## src/fetch_settings.svh

```systemverilog
`ifndef FETCH_SETTINGS_SVH
`define FETCH_SETTINGS_SVH

// ----------------------------------------------------------------------
// instruction buffer
// ----------------------------------------------------------------------

// words held in the buffer, power of two
`define FETCH_BUF_ENTRIES 4

// ----------------------------------------------------------------------
// memory
// ----------------------------------------------------------------------

// instruction and data word width
`define WORD_BITS 32

// word address width, 256 words
`define MEM_ADDR_BITS 8

`endif

```

## src/fetch_pkg.sv

```systemverilog
`default_nettype none

`include "fetch_settings.svh"

package fetch_pkg;

	// ------------------------------------------------------------------
	// data and address
	// ------------------------------------------------------------------

	// one memory word, also one instruction
	typedef logic [`WORD_BITS-1:0] word_t;

	// word address into the unified memory
	typedef logic [`MEM_ADDR_BITS-1:0] addr_t;

	// ------------------------------------------------------------------
	// buffer bookkeeping
	// ------------------------------------------------------------------

	// index into the buffer array
	typedef logic [$clog2(`FETCH_BUF_ENTRIES)-1:0] buf_ptr_t;

	// one extra bit so a full buffer is representable
	typedef logic [$clog2(`FETCH_BUF_ENTRIES):0] buf_count_t;

	// load/store port states
	typedef enum logic [1:0] {
		ls_idle,
		ls_wait_grant,
		ls_wait_data
	} ls_state_t;

endpackage

`default_nettype wire

```

## src/fetch_sequencer.sv

```systemverilog
`timescale 1ns/10ps
`default_nettype none

`include "fetch_settings.svh"

module fetch_sequencer import fetch_pkg::*; (
	input  wire   clock_i,
	input  wire   resetn_i,
	input  wire   redirect_i,
	input  addr_t redirect_pc_i,
	input  wire   fetch_grant_i,
	input  wire   instr_read_i,
	output logic  fetch_req_o,
	output addr_t fetch_addr_o,
	output logic  buf_clear_o,
	output addr_t instr_pc_o
);

	// ------------------------------------------------------------------
	// local signals
	// ------------------------------------------------------------------
	localparam buf_count_t DEPTH = buf_count_t'(`FETCH_BUF_ENTRIES);

	addr_t      fetch_pc_q;
	addr_t      head_pc_q;
	// words buffered plus fetches in flight
	buf_count_t credit_q;

	// ------------------------------------------------------------------
	// request side
	// ------------------------------------------------------------------

	// hold off while the buffer could not take another word
	// and never in a redirect cycle
	assign fetch_req_o  = ~redirect_i & (credit_q < DEPTH);
	assign fetch_addr_o = fetch_pc_q;

	// flush the buffer in the redirect cycle itself
	assign buf_clear_o  = redirect_i;

	assign instr_pc_o   = head_pc_q;

	// ------------------------------------------------------------------
	// program counters and credit
	// ------------------------------------------------------------------
	always_ff @(posedge clock_i) begin
		if (!resetn_i) begin
			fetch_pc_q <= '0;
			head_pc_q  <= '0;
			credit_q   <= '0;
		end else if (redirect_i) begin
			// both counters restart at the target
			fetch_pc_q <= redirect_pc_i;
			head_pc_q  <= redirect_pc_i;
			credit_q   <= '0;
		end else begin
			if (fetch_grant_i)
				fetch_pc_q <= fetch_pc_q + 1'b1;
			// head moves with every consumed word
			if (instr_read_i)
				head_pc_q <= head_pc_q + 1'b1;
			credit_q <= credit_q + buf_count_t'(fetch_grant_i)
				- buf_count_t'(instr_read_i);
		end
	end

	// ------------------------------------------------------------------
	// checks
	// ------------------------------------------------------------------

	// grants and reads from other blocks must keep credit in range
	a_credit_bound: assert property (@(posedge clock_i) disable iff (!resetn_i)
		credit_q <= DEPTH)
		else $error("fetch credit above buffer depth");

endmodule

`default_nettype wire

```

## config.mk

```make
export PLATFORM = sky130hd
export DESIGN_NAME = fetch_sequencer
export DESIGN_NICKNAME = d
export VERILOG_FILES = /design/src/fetch_pkg.sv /design/src/fetch_sequencer.sv
export VERILOG_INCLUDE_DIRS = /design/src /design/src/src
export SDC_FILE = /design/constraint.sdc
export NUM_CORES = 1
export LEC_CHECK = 0
export BUFFER_PORTS_ARGS = -buffer_cell sky130_fd_sc_hd__buf_4
export CORE_ASPECT_RATIO = 1.4
export CORE_MARGIN = 10
export CORE_UTILIZATION = 40
export DETAILED_ROUTE_END_ITERATION = 6
export PLACE_DENSITY = 0.69
export SYNTH_ARGS = -nofsm -noshare
export SYNTH_HDL_FRONTEND = slang
export SYNTH_SLANG_ARGS = --single-unit
```

## constraint.sdc

```tcl
create_clock -name clock_i -period 2.4 [get_ports clock_i]
set_input_delay 0.24 -clock clock_i [delete_from_list [all_inputs] [get_ports clock_i]]
set_output_delay 0.24 -clock clock_i [all_outputs]
set_load 0.05 [all_outputs]
```

Word level (Yosys, flattened, before mapping)
Index checks and enable logic that the tools add are counted.

Bits in registers: 19. Input port bits: 13. Output and inout port bits: 18. Logic and storage cells: 18.

Add/subtract/negate cells: 4. Order comparisons: 1. Muxes and demuxes: 4. Bitwise gates (word level): 3. Reductions and logical operators: 3.

Operators by type and width (count): $mux W8 (4); $add A8 B1 Y8 const B (2); $reduce_bool A2 Y1 (2); $add A3 B1 Y3 (1); $lt A3 B3 Y1 const B (1); $sub A3 B1 Y3 (1); $not A1 Y1 (2); $reduce_or A2 Y1 (1); $and A1 B1 Y1 (1).

Logic depth before layout (Yosys ltp)
Gate-level depths: netlist (run 1).

Depth in word-level cells: 3. Depth in mapped cells: 8.

Least setup slack after synthesis (run 1)
Ideal clock, no wire load.

Path kind: reg2reg. From: reg fetch_pc_q[0], in the netlist fetch_addr_o[0]. To: reg fetch_pc_q[6], in the netlist fetch_addr_o[6]. Library setup time: 0.079 ns. Arrival: 1.574 ns. Data required time: 2.321 ns. Slack: 0.747 ns. Stages on the path, launching flop included: 5. Path through: dfxtp_1 -> ha_1 -> inv_1 -> or4_1 -> o211ai_1.

Longest elaborated chain between the ends: 3.

Ends and longest elaborated chain: start, declared (RTL line fetch_sequencer.sv:24) `addr_t fetch_pc_q;`; start signal, assigned (RTL line fetch_sequencer.sv:53) `fetch_pc_q <= redirect_pc_i;`; start signal, assigned (RTL line fetch_sequencer.sv:58) `fetch_pc_q <= fetch_pc_q + 1'b1;`; $add A8 B1 Y8 (RTL line fetch_sequencer.sv:58); $mux W8 (RTL line fetch_sequencer.sv:57) `if (fetch_grant_i)`; $mux W8 (RTL line fetch_sequencer.sv:51) `end else if (redirect_i) begin`.

Every way passes these cells. The select of a mux whose other input is x is not followed. A chain may end at the register's enable or synchronous reset.

Worst setup path after layout (run 1)
From: reg credit_q[0]. To: reg credit_q[2].

Longest elaborated chain between the ends: 2.

Ends and longest elaborated chain: start, declared (RTL line fetch_sequencer.sv:27) `buf_count_t credit_q;`; start signal, assigned (RTL line fetch_sequencer.sv:62) `credit_q <= credit_q + buf_count_t'(fetch_grant_i)`; $add A3 B1 Y3 (RTL line fetch_sequencer.sv:62); $sub A3 B1 Y3 (RTL line fetch_sequencer.sv:63) `- buf_count_t'(instr_read_i);`.

Every way passes these cells.

==> run_results.csv, run 1 <==
group,metric,value,unit
layout,nets,157,
setup_path,rrSetupSlack,0.70,ns
setup_path,cpPeakStageDelay,0.38,ns
drt,drcViolationCount,0,
placed_design,gp_congestion,0.791,
floorplanning,core.rowCount,21,
sta,drv_slew,0,
synthesis,netlist_area,1000,µm²
clock_network,cts.sinks,19,
clock_network,cts_tree,"yes",
global_route,grt_use_total,9.63,%
drt,post_drt_wl_per_cell,14.3,µm
clock_network,clk_latency,0.29,ns
pwr,peakVddDrop,0.410,mV
clock_network,clkTransAtPathRegs,0.11,ns
worst_hold_path,hold_depth,2,
setup_path,endpoint_kind,"flop",
pwr,leakage,0.520,nW
floorplanning,coreArea,2390,µm²
setup_path,r2r-end,"credit_q[2]",
setup_path,cp-start-kind,"flop",
sta,period_needed,1.70,ns
setup_path,criticalPathCategory,"reg -> reg",
drt,dr.pass1.iters,4,
synthesis,synth_flop_cell,"dfxtp_1",
setup_path,r2r_cells,8,
synthesis,synth_edf_count,0,
setup_path,crit_arrival,1.89,ns
sta,fin_crit_sh,70.7,%
synthesis,synthCells,111,
layout,area_growth_syn_to_layout,25.1,%
worst_hold_path,worstHoldStart,"redirect_i",
clock_network,post_cts_buffers,0,
sta,report.final.setup_viol,0,
drt,viasPerCell,5.27,
worst_hold_path,holdCritPathClass,"in -> reg",
setup_path,crit_fanout,1,
job,cap_violations,0,
floorplanning,dieArea,4930,µm²
synthesis,yosysTopAreaCell,"dfxtp_1",
clock_network,cts_buffer_depth,2,
drt,postRouteWirelength,2460,µm
global_route,grt_pass1_vias,887,
setup_path,worstPathRequired,2.59,ns
setup_path,crit-reg2reg-launch,"credit_q[0]",
layout,drive_gt1_share,26.1,%
synthesis,ys_types,28,
clock_network,cts-hold-fix-buffers,0,
sta,finalSetupTns,0,ns
clock_network,cts_resized,0,
setup_path,crit_slowest_cell,"fa_1",
sta,max_freq,589,MHz
sta,tightest_slew,0.531,ns
placed_design,numPortBuffers,30,
synthesis,synth_area_per_cell,9.02,µm²
pwr,power_density,593,nW/µm²
worst_hold_path,holdPathEnd,"credit_q[2]",
status,status,"finished clean",
synthesis,seq_area_frac_synth,38.0,%
synthesis,synth-async-reset-ratio,0,%
sta,fin_skew,0.00223,ns
pwr,p_total,0.743,mW
drt,drtIter0Drc,40,
clock_network,cts-buffers-inserted,3,
synthesis,synth_top_area_share,38.0,%
sta,slew_headroom,64.5,%
setup_path,cp_cell_sequence,"inv_1, ha_1, inv_1, ha_1, fa_1, xnor2_1, xnor2_1, nor3_1",
global_route,grt_max_degree,21,
clock_network,htreeDepth,1,
placed_design,dp_hpwl,1930,µm
setup_path,critPathTopFamily,"adder cells",
sta,hold_violations,0,
floorplanning,initial_core_util,41.9,%
synthesis,syn_nets,129,
clock_network,root_buffer,"clkbuf_4",
global_route,grt_pass1_wl,4060,µm
synthesis,yosys-top-cells-area,"dfxtp_1, xor2_1, a21oi_1",
drt,num_vias,906,
global_route,overflow,0,
layout,diodes,0,
global_route,antenna_found_initial,0,
synthesis,synth-seq-cells,19,
floorplanning,chipHeight,79.2,µm
floorplanning,die_w,62.3,µm
setup_path,crit_buf_inv,2,
sta,rsz0062_at_grt,"no",
synthesis,ys_warn_count,0,
floorplanning,ios,31,
drt,postRouteAntennaNets,0,
-- Yosys cell counts, types with 4 or more instances --
cell      number
nand2_1        4
o21ai_0        8
ha_1           4
xnor2_1        4
xor2_1         6
or4_1          4
a22oi_1        4
inv_1          8
a21oi_1       10
dfxtp_1       19
nand4_1        6
o211ai_1       6
-- layout make-up --
| class | count | area [µm²] |
|---|---|---|
| inverters | 8 | 30.0 |
| repair buffers | 30 | 225 |
| fillers | 240 | 1140 |
| multi-input cells | 77 | 548 |
| clock buffers | 4 | 26.3 |
| well taps | 34 | 42.5 |
| flip-flops and latches | 19 | 380 |
-- through the flow --
step                worst slack [ns]  util [%]  cells  area [µm²]  hold slack, ns
detailed placement             0.621      51.3    168        1230           0.527
finish                         0.703      52.4    172        1250           0.214
CTS                            0.677      52.4    172        1250           0.214
global placement               0.670      51.3    168        1230           0.518
global route                   0.627      52.4    172        1250           0.208
floorplan                      0.747         -    111        1000           0.447
-- sequential cells by signal (all words and copies together), names as in the netlist --
register      count
fetch_addr_o      8
credit_q          3
instr_pc_o        8
-- power by group --
| part | internal (mW) | switching [mW] | leakage, nW |
|---|---|---|---|
| registers | 0.340 | 0.0274 | 0.158 |
| logic | 0.0771 | 0.136 | 0.347 |
| clock network | 0.0646 | 0.0984 | 0.0150 |
-- logic make-up after synthesis --
group | synth area share [%]
mux | 2.00
compound gates | 20.2
xor+xnor | 8.75
buf+inv | 7.25
simple gates | 16.7
flops | 38.0
fa+ha+maj | 7.00
-- per-layer routing --
metal  vias to the layer above  track usage (%)  wire, µm
li1                        458                -         -
met1                       419             10.7      1090
met2                        25             17.4      1220
met5                         -                0         0
met4                         0             2.02        27
met3                         4             3.23       134
-- cells in the final DEF, fill, tap and decap left out, drive strengths merged --
master,instances
or3,2
or4,4
xor2,6
nor3,1
mux2i,2
clkbuf,4
a21oi,10
nor2,3
nand3b,2
o21ai,8
nand3,2
a31oi,2
ha,4
nand2,4
and3,2
xnor2,4
and3b,2
inv,8
dfxtp,19
nand4,6
a22oi,4
o211ai,8
buf,30
fa,1
-- worst reg2reg max path, delay by kind of cell (launching register included) --
kind,cells,cell delay [ns]
buf+inv,2,0.08
flops,1,0.33
xor+xnor,2,0.32
fa+ha+maj,3,0.82
simple gates,1,0.05
-- worst max-delay path by stage --
stage / to / depth (start not counted) / from / slack (ns)
2_1_floorplan: fetch_addr_o[6] / 4 / fetch_addr_o[0] / 0.75
3_3_place_gp: credit_q[2] / 8 / instr_read_i / 0.67
3_5_place_dp: credit_q[2] / 8 / instr_read_i / 0.62
4_1_cts: credit_q[2] / 8 / credit_q[0] / 0.68
5_1_grt: credit_q[2] / 8 / credit_q[0] / 0.63
6_report: credit_q[2] / 8 / credit_q[0] / 0.70
(Power assumes the default switching activity.)
==> inputs of run 2 (changes only) <==
--- a/config.mk
+++ b/config.mk
@@ -11,7 +11,7 @@
 export CORE_MARGIN = 10
 export CORE_UTILIZATION = 40
 export DETAILED_ROUTE_END_ITERATION = 6
-export PLACE_DENSITY = 0.69
+export PLACE_DENSITY = 0.71
 export SYNTH_ARGS = -nofsm -noshare
 export SYNTH_HDL_FRONTEND = slang
 export SYNTH_SLANG_ARGS = --single-unit
==> constraint.sdc (replaced) <==
create_clock -name clock_i -period 1.4 [get_ports clock_i]
set_input_delay 0.14 -clock clock_i [delete_from_list [all_inputs] [get_ports clock_i]]
set_output_delay 0.14 -clock clock_i [all_outputs]
set_load 0.05 [all_outputs]
==> run 2 against run 1 <==
The run now ends with negative setup slack left. Sequential power is 73% higher. Register-to-register slack worse by 0.90 ns. Hold slack worse by 0.11 ns. Global-route usage is 0.44 points higher. Sequential share of layout area is 0.098 points lower. Clock power is 70% higher. Utilization is 3.5 points higher. Sequential cell count stayed put. Count of clock-buffer cells in the layout is 1 lower.
==> run_results.csv, run 2 (synthesis gave the netlist of run 1 again) <==
group,metric,value,unit
setup_path,critPathLaunch,"credit_q[0]",
drt,viasPerCell,5.31,
pwr,peakVddDrop,0.518,mV
drt,post_drt_wl_per_cell,14.7,µm
status,violations,"negative setup slack",
pwr,power_density,978,nW/µm²
sta,hold_violations,0,
pwr,p_int,0.843,mW
clock_network,cts.sinks,19,
sta,period_needed,1.60,ns
clock_network,cts-hold-fix-buffers,0,
pwr,combPwrFrac,30.2,%
pwr,swShare,35.4,%
layout,drive_gt1_share,42.9,%
layout,postLayoutCoreUtil,55.8,%
placed_design,pre_cts_ws,-0.197,ns
clock_network,cts_tree,"yes",
sta,rsz0062_at_grt,"yes",
global_route,grt_pass1_wl,4200,µm
setup_path,cp_cell_sequence,"inv_2, ha_4, inv_2, ha_4, fa_2, xnor2_2, xnor2_1, nor3_1",
worst_hold_path,worstHoldStart,"redirect_i",
setup_path,endpoint_kind,"flop",
pwr,power.switching,0.462,mW
setup_path,cp-start-kind,"flop",
sta,finalSetupTns,-0.319,ns
layout,fin_area,1340,µm²
drt,wl_met3,144,µm
clock_network,cts-buffers-inserted,3,
clock_network,clk_latency,0.30,ns
sta,max_freq,624,MHz
drt,highest-signal-layer,"met4",
drt,postRouteAntennaNets,0,
clock_network,root_buffer,"clkbuf_4",
layout,fin_cells,174,
pwr,leakage,0.538,nW
setup_path,crit_arrival,1.83,ns
drt,drcViolationCount,0,
drt,postRouteWirelength,2560,µm
setup_path,crit-reg2reg-launch,"credit_q[0]",
floorplanning,initial_core_util,41.9,%
clock_network,post_cts_buffers,0,
drt,num_vias,924,
layout,area_growth_syn_to_layout,33.4,%
floorplanning,die_w,62.3,µm
global_route,grt_pass1_vias,927,
sta,drv_slew,0,
floorplanning,chipHeight,79.2,µm
setup_path,crit_slowest_cell,"dfxtp_2",
sta,final.setup.worst_slack,-0.201,ns
pwr,p_total,1.31,mW
sta,fin_crit_sh,114,%
layout,diodes,0,
sta,tightest_slew,0.366,ns
placed_design,dp_cells,170,
drt,drtIter0Drc,31,
global_route,overflow,0,
floorplanning,coreArea,2390,µm²
pwr,clkPwrFrac,21.2,%
clock_network,cts_buffer_depth,2,
layout,final_common_cell,"buf_4",
floorplanning,ios,31,
global_route,antenna_found_initial,0,
pwr,p_seq_share,48.7,%
clock_network,htreeDepth,1,
sta,report.final.setup_viol,2,
drt,met2WireLength,1260,µm
job,cap_violations,0,
placed_design,gp_congestion,0.740,
clock_network,clkTransAtPathRegs,0.11,ns
sta,hold_ws,0.106,ns
floorplanning,dieArea,4930,µm²
setup_path,criticalPathCategory,"reg -> reg",
placed_design,placed_area,1270,µm²
drt,dr.pass1.iters,4,
sta,slew_headroom,75.4,%
status,status,"complete, but fails checks",
layout,fillers,224,
worst_hold_path,holdCritPathClass,"in -> reg",
placed_design,dp_hpwl,2020,µm
global_route,grt_max_degree,15,
floorplanning,core.rowCount,21,
placed_design,numPortBuffers,30,
layout,nets,159,
layout,layout_common_cells,"buf_4, a21oi_1, dfxtp_2",
drt,wl_met1,1110,µm
setup_path,cpPeakStageDelay,0.34,ns
sta,fin_skew,0.00154,ns
setup_path,worstPathRequired,1.63,ns
setup_path,crit_fanout,1,
global_route,grt_use_total,10.1,%
-- run 2: worst max-delay path, delay by kind of cell, from the launching register on --
family	cells	cell delay, ns
adder cells (fa/ha/maj)	3	0.73
flip-flops	1	0.34
XOR/XNOR	2	0.26
AND/OR/NAND/NOR	1	0.12
buffers and inverters	2	0.08
-- run 2: repair_timing --
| action | 4_1_cts | 5_1_grt |
|---|---|---|
| pin swaps | 1 | 0 |
| setup endpoints to repair | 2 | 3 |
| gates resized for setup | 1 | 7 |
-- run 2: area by class of cell --
cell class	instances	area, µm²	area share, %
Inverter	8	30.0	2.25
Tap cell	34	42.5	3.19
Clock buffer	3	22.5	1.69
Clock inverter	1	5.00	0.375
Sequential cell	19	404	30.3
Timing Repair Buffer	32	240	18.0
Multi-Input combinational cell	77	591	44.2
-- run 2: power groups by stage --
stage / Sequential [mW] / Clock, mW / Combinational [mW]
4_1_cts: 0.635 / 0.288 / 0.388
3_5_place_dp: 0.648 / 0 / 0.383
5_1_grt: 0.643 / 0.310 / 0.424
3_3_place_gp: 0.645 / 0 / 0.376
6_report: 0.635 / 0.277 / 0.394
2_1_floorplan: 0.755 / 0 / 0.154
-- run 2: worst paths after layout --
kind	slack, ns	cells past startpoint	endpoint
min reg2reg	0.53	2	instr_pc_o[5]
max	-0.20	8	credit_q[2]
min	0.11	2	credit_q[2]
max reg2reg	-0.20	8	credit_q[2]
-- run 2: routing by layer --
metal | global-route usage, % | vias to the layer above
li1 | - | 463
met1 | 11.3 | 423
met2 | 18.0 | 32
met3 | 2.67 | 6
met4 | 3.36 | 0
met5 | 0 | -
==> inputs of run 3 (changes only) <==
--- a/config.mk
+++ b/config.mk
@@ -11,6 +11,7 @@
 export CORE_MARGIN = 10
 export CORE_UTILIZATION = 40
 export DETAILED_ROUTE_END_ITERATION = 6
+export GPL_TIMING_DRIVEN = 0
 export PLACE_DENSITY = 0.71
 export SYNTH_ARGS = -nofsm -noshare
 export SYNTH_HDL_FRONTEND = slang
==> run 3 against run 2 <==
The flow still finishes with violations (negative setup slack). Clock power hardly changed. Hold slack better by 0.069 ns. Setup slack worse by 0.0078 ns. First-iteration DRC count is 42% lower. Die area stayed put. Routed wire length is 5.2% higher. Sequential share of layout area is 0.67 points lower. Total power is 1.2% higher. Clock skew is 0.0018 ns higher. Sequential power hardly changed. Largest cell class unchanged.
==> run_results.csv, run 3 (synthesis gave the netlist of run 1 again) <==
group,metric,value,unit
placed_design,dp_cells,175,
pwr,swShare,35.1,%
clock_network,clkTransAtPathRegs,0.11,ns
sta,rsz0062_at_grt,"yes",
clock_network,cts-buffers-inserted,3,
setup_path,crit_slowest_cell,"fa_2",
placed_design,gp_congestion,0.768,
layout,diodes,0,
setup_path,cpPeakStageDelay,0.36,ns
layout,nets,165,
global_route,grt_pass1_vias,1014,
setup_path,endpoint_kind,"flop",
placed_design,numPortBuffers,30,
clock_network,cts.sinks,19,
setup_path,crit_arrival,1.84,ns
setup_path,cp-start-kind,"flop",
worst_hold_path,holdCritPathClass,"in -> reg",
pwr,leakage,0.552,nW
clock_network,cts-hold-fix-buffers,0,
floorplanning,chipHeight,79.2,µm
worst_hold_path,worstHoldStart,"redirect_pc_i[4]",
sta,period_needed,1.61,ns
pwr,power.switching,0.464,mW
pwr,p_int,0.858,mW
global_route,grt_max_degree,11,
drt,drcViolationCount,0,
worst_hold_path,hold_depth,3,
drt,drtIter0Drc,18,
drt,postRouteAntennaNets,0,
drt,dr.pass1.iters,4,
floorplanning,dieArea,4930,µm²
clock_network,root_buffer,"clkbuf_4",
sta,max_freq,621,MHz
setup_path,rrSetupSlack,-0.21,ns
drt,post_drt_wl_per_cell,15.0,µm
layout,layout_common_cells,"buf_4, a21oi_1, dfxtp_2",
layout,final_common_cell,"buf_4",
global_route,grt_pass1_wl,4390,µm
drt,viasPerCell,5.38,
clock_network,cts_buffer_depth,2,
global_route,grt_use_total,10.7,%
drt,num_vias,969,
pwr,p_total,1.32,mW
setup_path,crit-reg2reg-launch,"credit_q[0]",
global_route,antenna_found_initial,0,
layout,fillers,228,
floorplanning,die_w,62.3,µm
sta,slew_headroom,72.0,%
floorplanning,ios,31,
sta,report.final.setup_viol,2,
setup_path,r2r-end,"credit_q[2]",
pwr,clkPwrFrac,21.0,%
setup_path,critPathTopFamily,"adder cells",
layout,fin_cells,180,
clock_network,htreeDepth,1,
layout,fin_area,1370,µm²
sta,fin_skew,0.00335,ns
setup_path,criticalPathCategory,"reg -> reg",
status,status,"complete, but fails checks",
sta,fin_crit_sh,115,%
setup_path,cp_cell_sequence,"inv_2, ha_4, inv_2, ha_4, fa_2, xnor2_2, xnor2_1, nor3_1",
clock_network,cts_tree,"yes",
pwr,peakVddDrop,0.511,mV
layout,area_growth_syn_to_layout,37.3,%
setup_path,crit_fanout,1,
layout,drive_gt1_share,43.2,%
setup_path,crit_buf_inv,2,
setup_path,r2r_cells,8,
job,cap_violations,0,
global_route,overflow,0,
clock_network,clk_latency,0.29,ns
setup_path,worstPathRequired,1.63,ns
floorplanning,initial_core_util,41.9,%
sta,drv_slew,0,
placed_design,placed_area,1300,µm²
sta,hold_violations,0,
pwr,combPwrFrac,31.0,%
floorplanning,core.rowCount,21,
placed_design,pre_cts_ws,-0.219,ns
worst_hold_path,holdPathEnd,"fetch_addr_o[4]",
sta,tightest_slew,0.420,ns
pwr,power_density,962,nW/µm²
floorplanning,coreArea,2390,µm²
pwr,p_seq_share,48.0,%
drt,postRouteWirelength,2690,µm
placed_design,dp_hpwl,2140,µm
status,violations,"negative setup slack",
sta,final.setup.worst_slack,-0.209,ns
==> run 3: cell count changes in the layout (fill, tap and decap cells not counted), sizes merged <==
| cell | before | now |
|---|---|---|
| clkbuf | 3 | 7 |
| buf | 32 | 35 |
| clkinv | 1 | 0 |
==> run 3: stage by stage <==
stage / hold slack (ns) / TNS, ns / utilization, %
detailed placement: 0.480 / -0.367 / 54.4
finish: 0.175 / -0.356 / 57.5
CTS: 0.168 / -0.410 / 55.5
global route: 0.175 / -0.449 / 57.5
floorplan: 0.345 / -0.254 / -
global placement: 0.458 / -0.255 / 54.4
==> run 3: worst max path at each step <==
| stage | end | cells past startpoint | from |
|---|---|---|---|
| floorplan | credit_q[2] | 8 | credit_q[0] |
| finish | credit_q[2] | 8 | credit_q[0] |
| global route | credit_q[2] | 8 | credit_q[0] |
| detailed placement | credit_q[2] | 8 | credit_q[0] |
| global placement | credit_q[2] | 8 | credit_q[0] |
| CTS | credit_q[2] | 8 | credit_q[0] |
==> run 3: layout make-up <==
class | instances | area (µm²) | share of cell area, %
Inverter | 8 | 30.0 | 2.19
Buffer | 7 | 42.5 | 3.10
Multi-Input combinational cell | 77 | 593 | 43.2
Tap cell | 34 | 42.5 | 3.10
Timing Repair Buffer | 31 | 233 | 16.9
Sequential cell | 19 | 407 | 29.6
Clock buffer | 4 | 26.3 | 1.91
==> run 3: worst min-delay path: stages <==
cell	delay, ns
buf_4	0.07
o21ai_0	0.10
a21oi_1	0.12
==> run 3: power by group through the flow <==
stage                     combinational, mW  sequential (mW)  clock, mW
after floorplan                       0.154            0.755          0
after global placement                0.385            0.645          0
after detailed placement              0.394            0.648          0
after CTS                             0.396            0.635      0.285
after global routing                  0.442            0.642      0.314
final                                 0.410            0.634      0.277
==> run 3: per-layer routing <==
layer  up-vias  routed length [µm]  part of all wire [%]  GRT usage, %
met4         0                  53                   2.0          5.83
met3         6                 111                   4.1          3.09
met2        26                1380                    51          18.5
met5         -                   0                     0             0
li1        473                   -                     -             -
met1       464                1150                    43          11.4
==> run 3: what timing repair did <==
action,CTS,global route
endpoints found under the setup margin,2,4
hold endpoints to repair,0,0
setup buffers,0,1
resized for setup,0,10
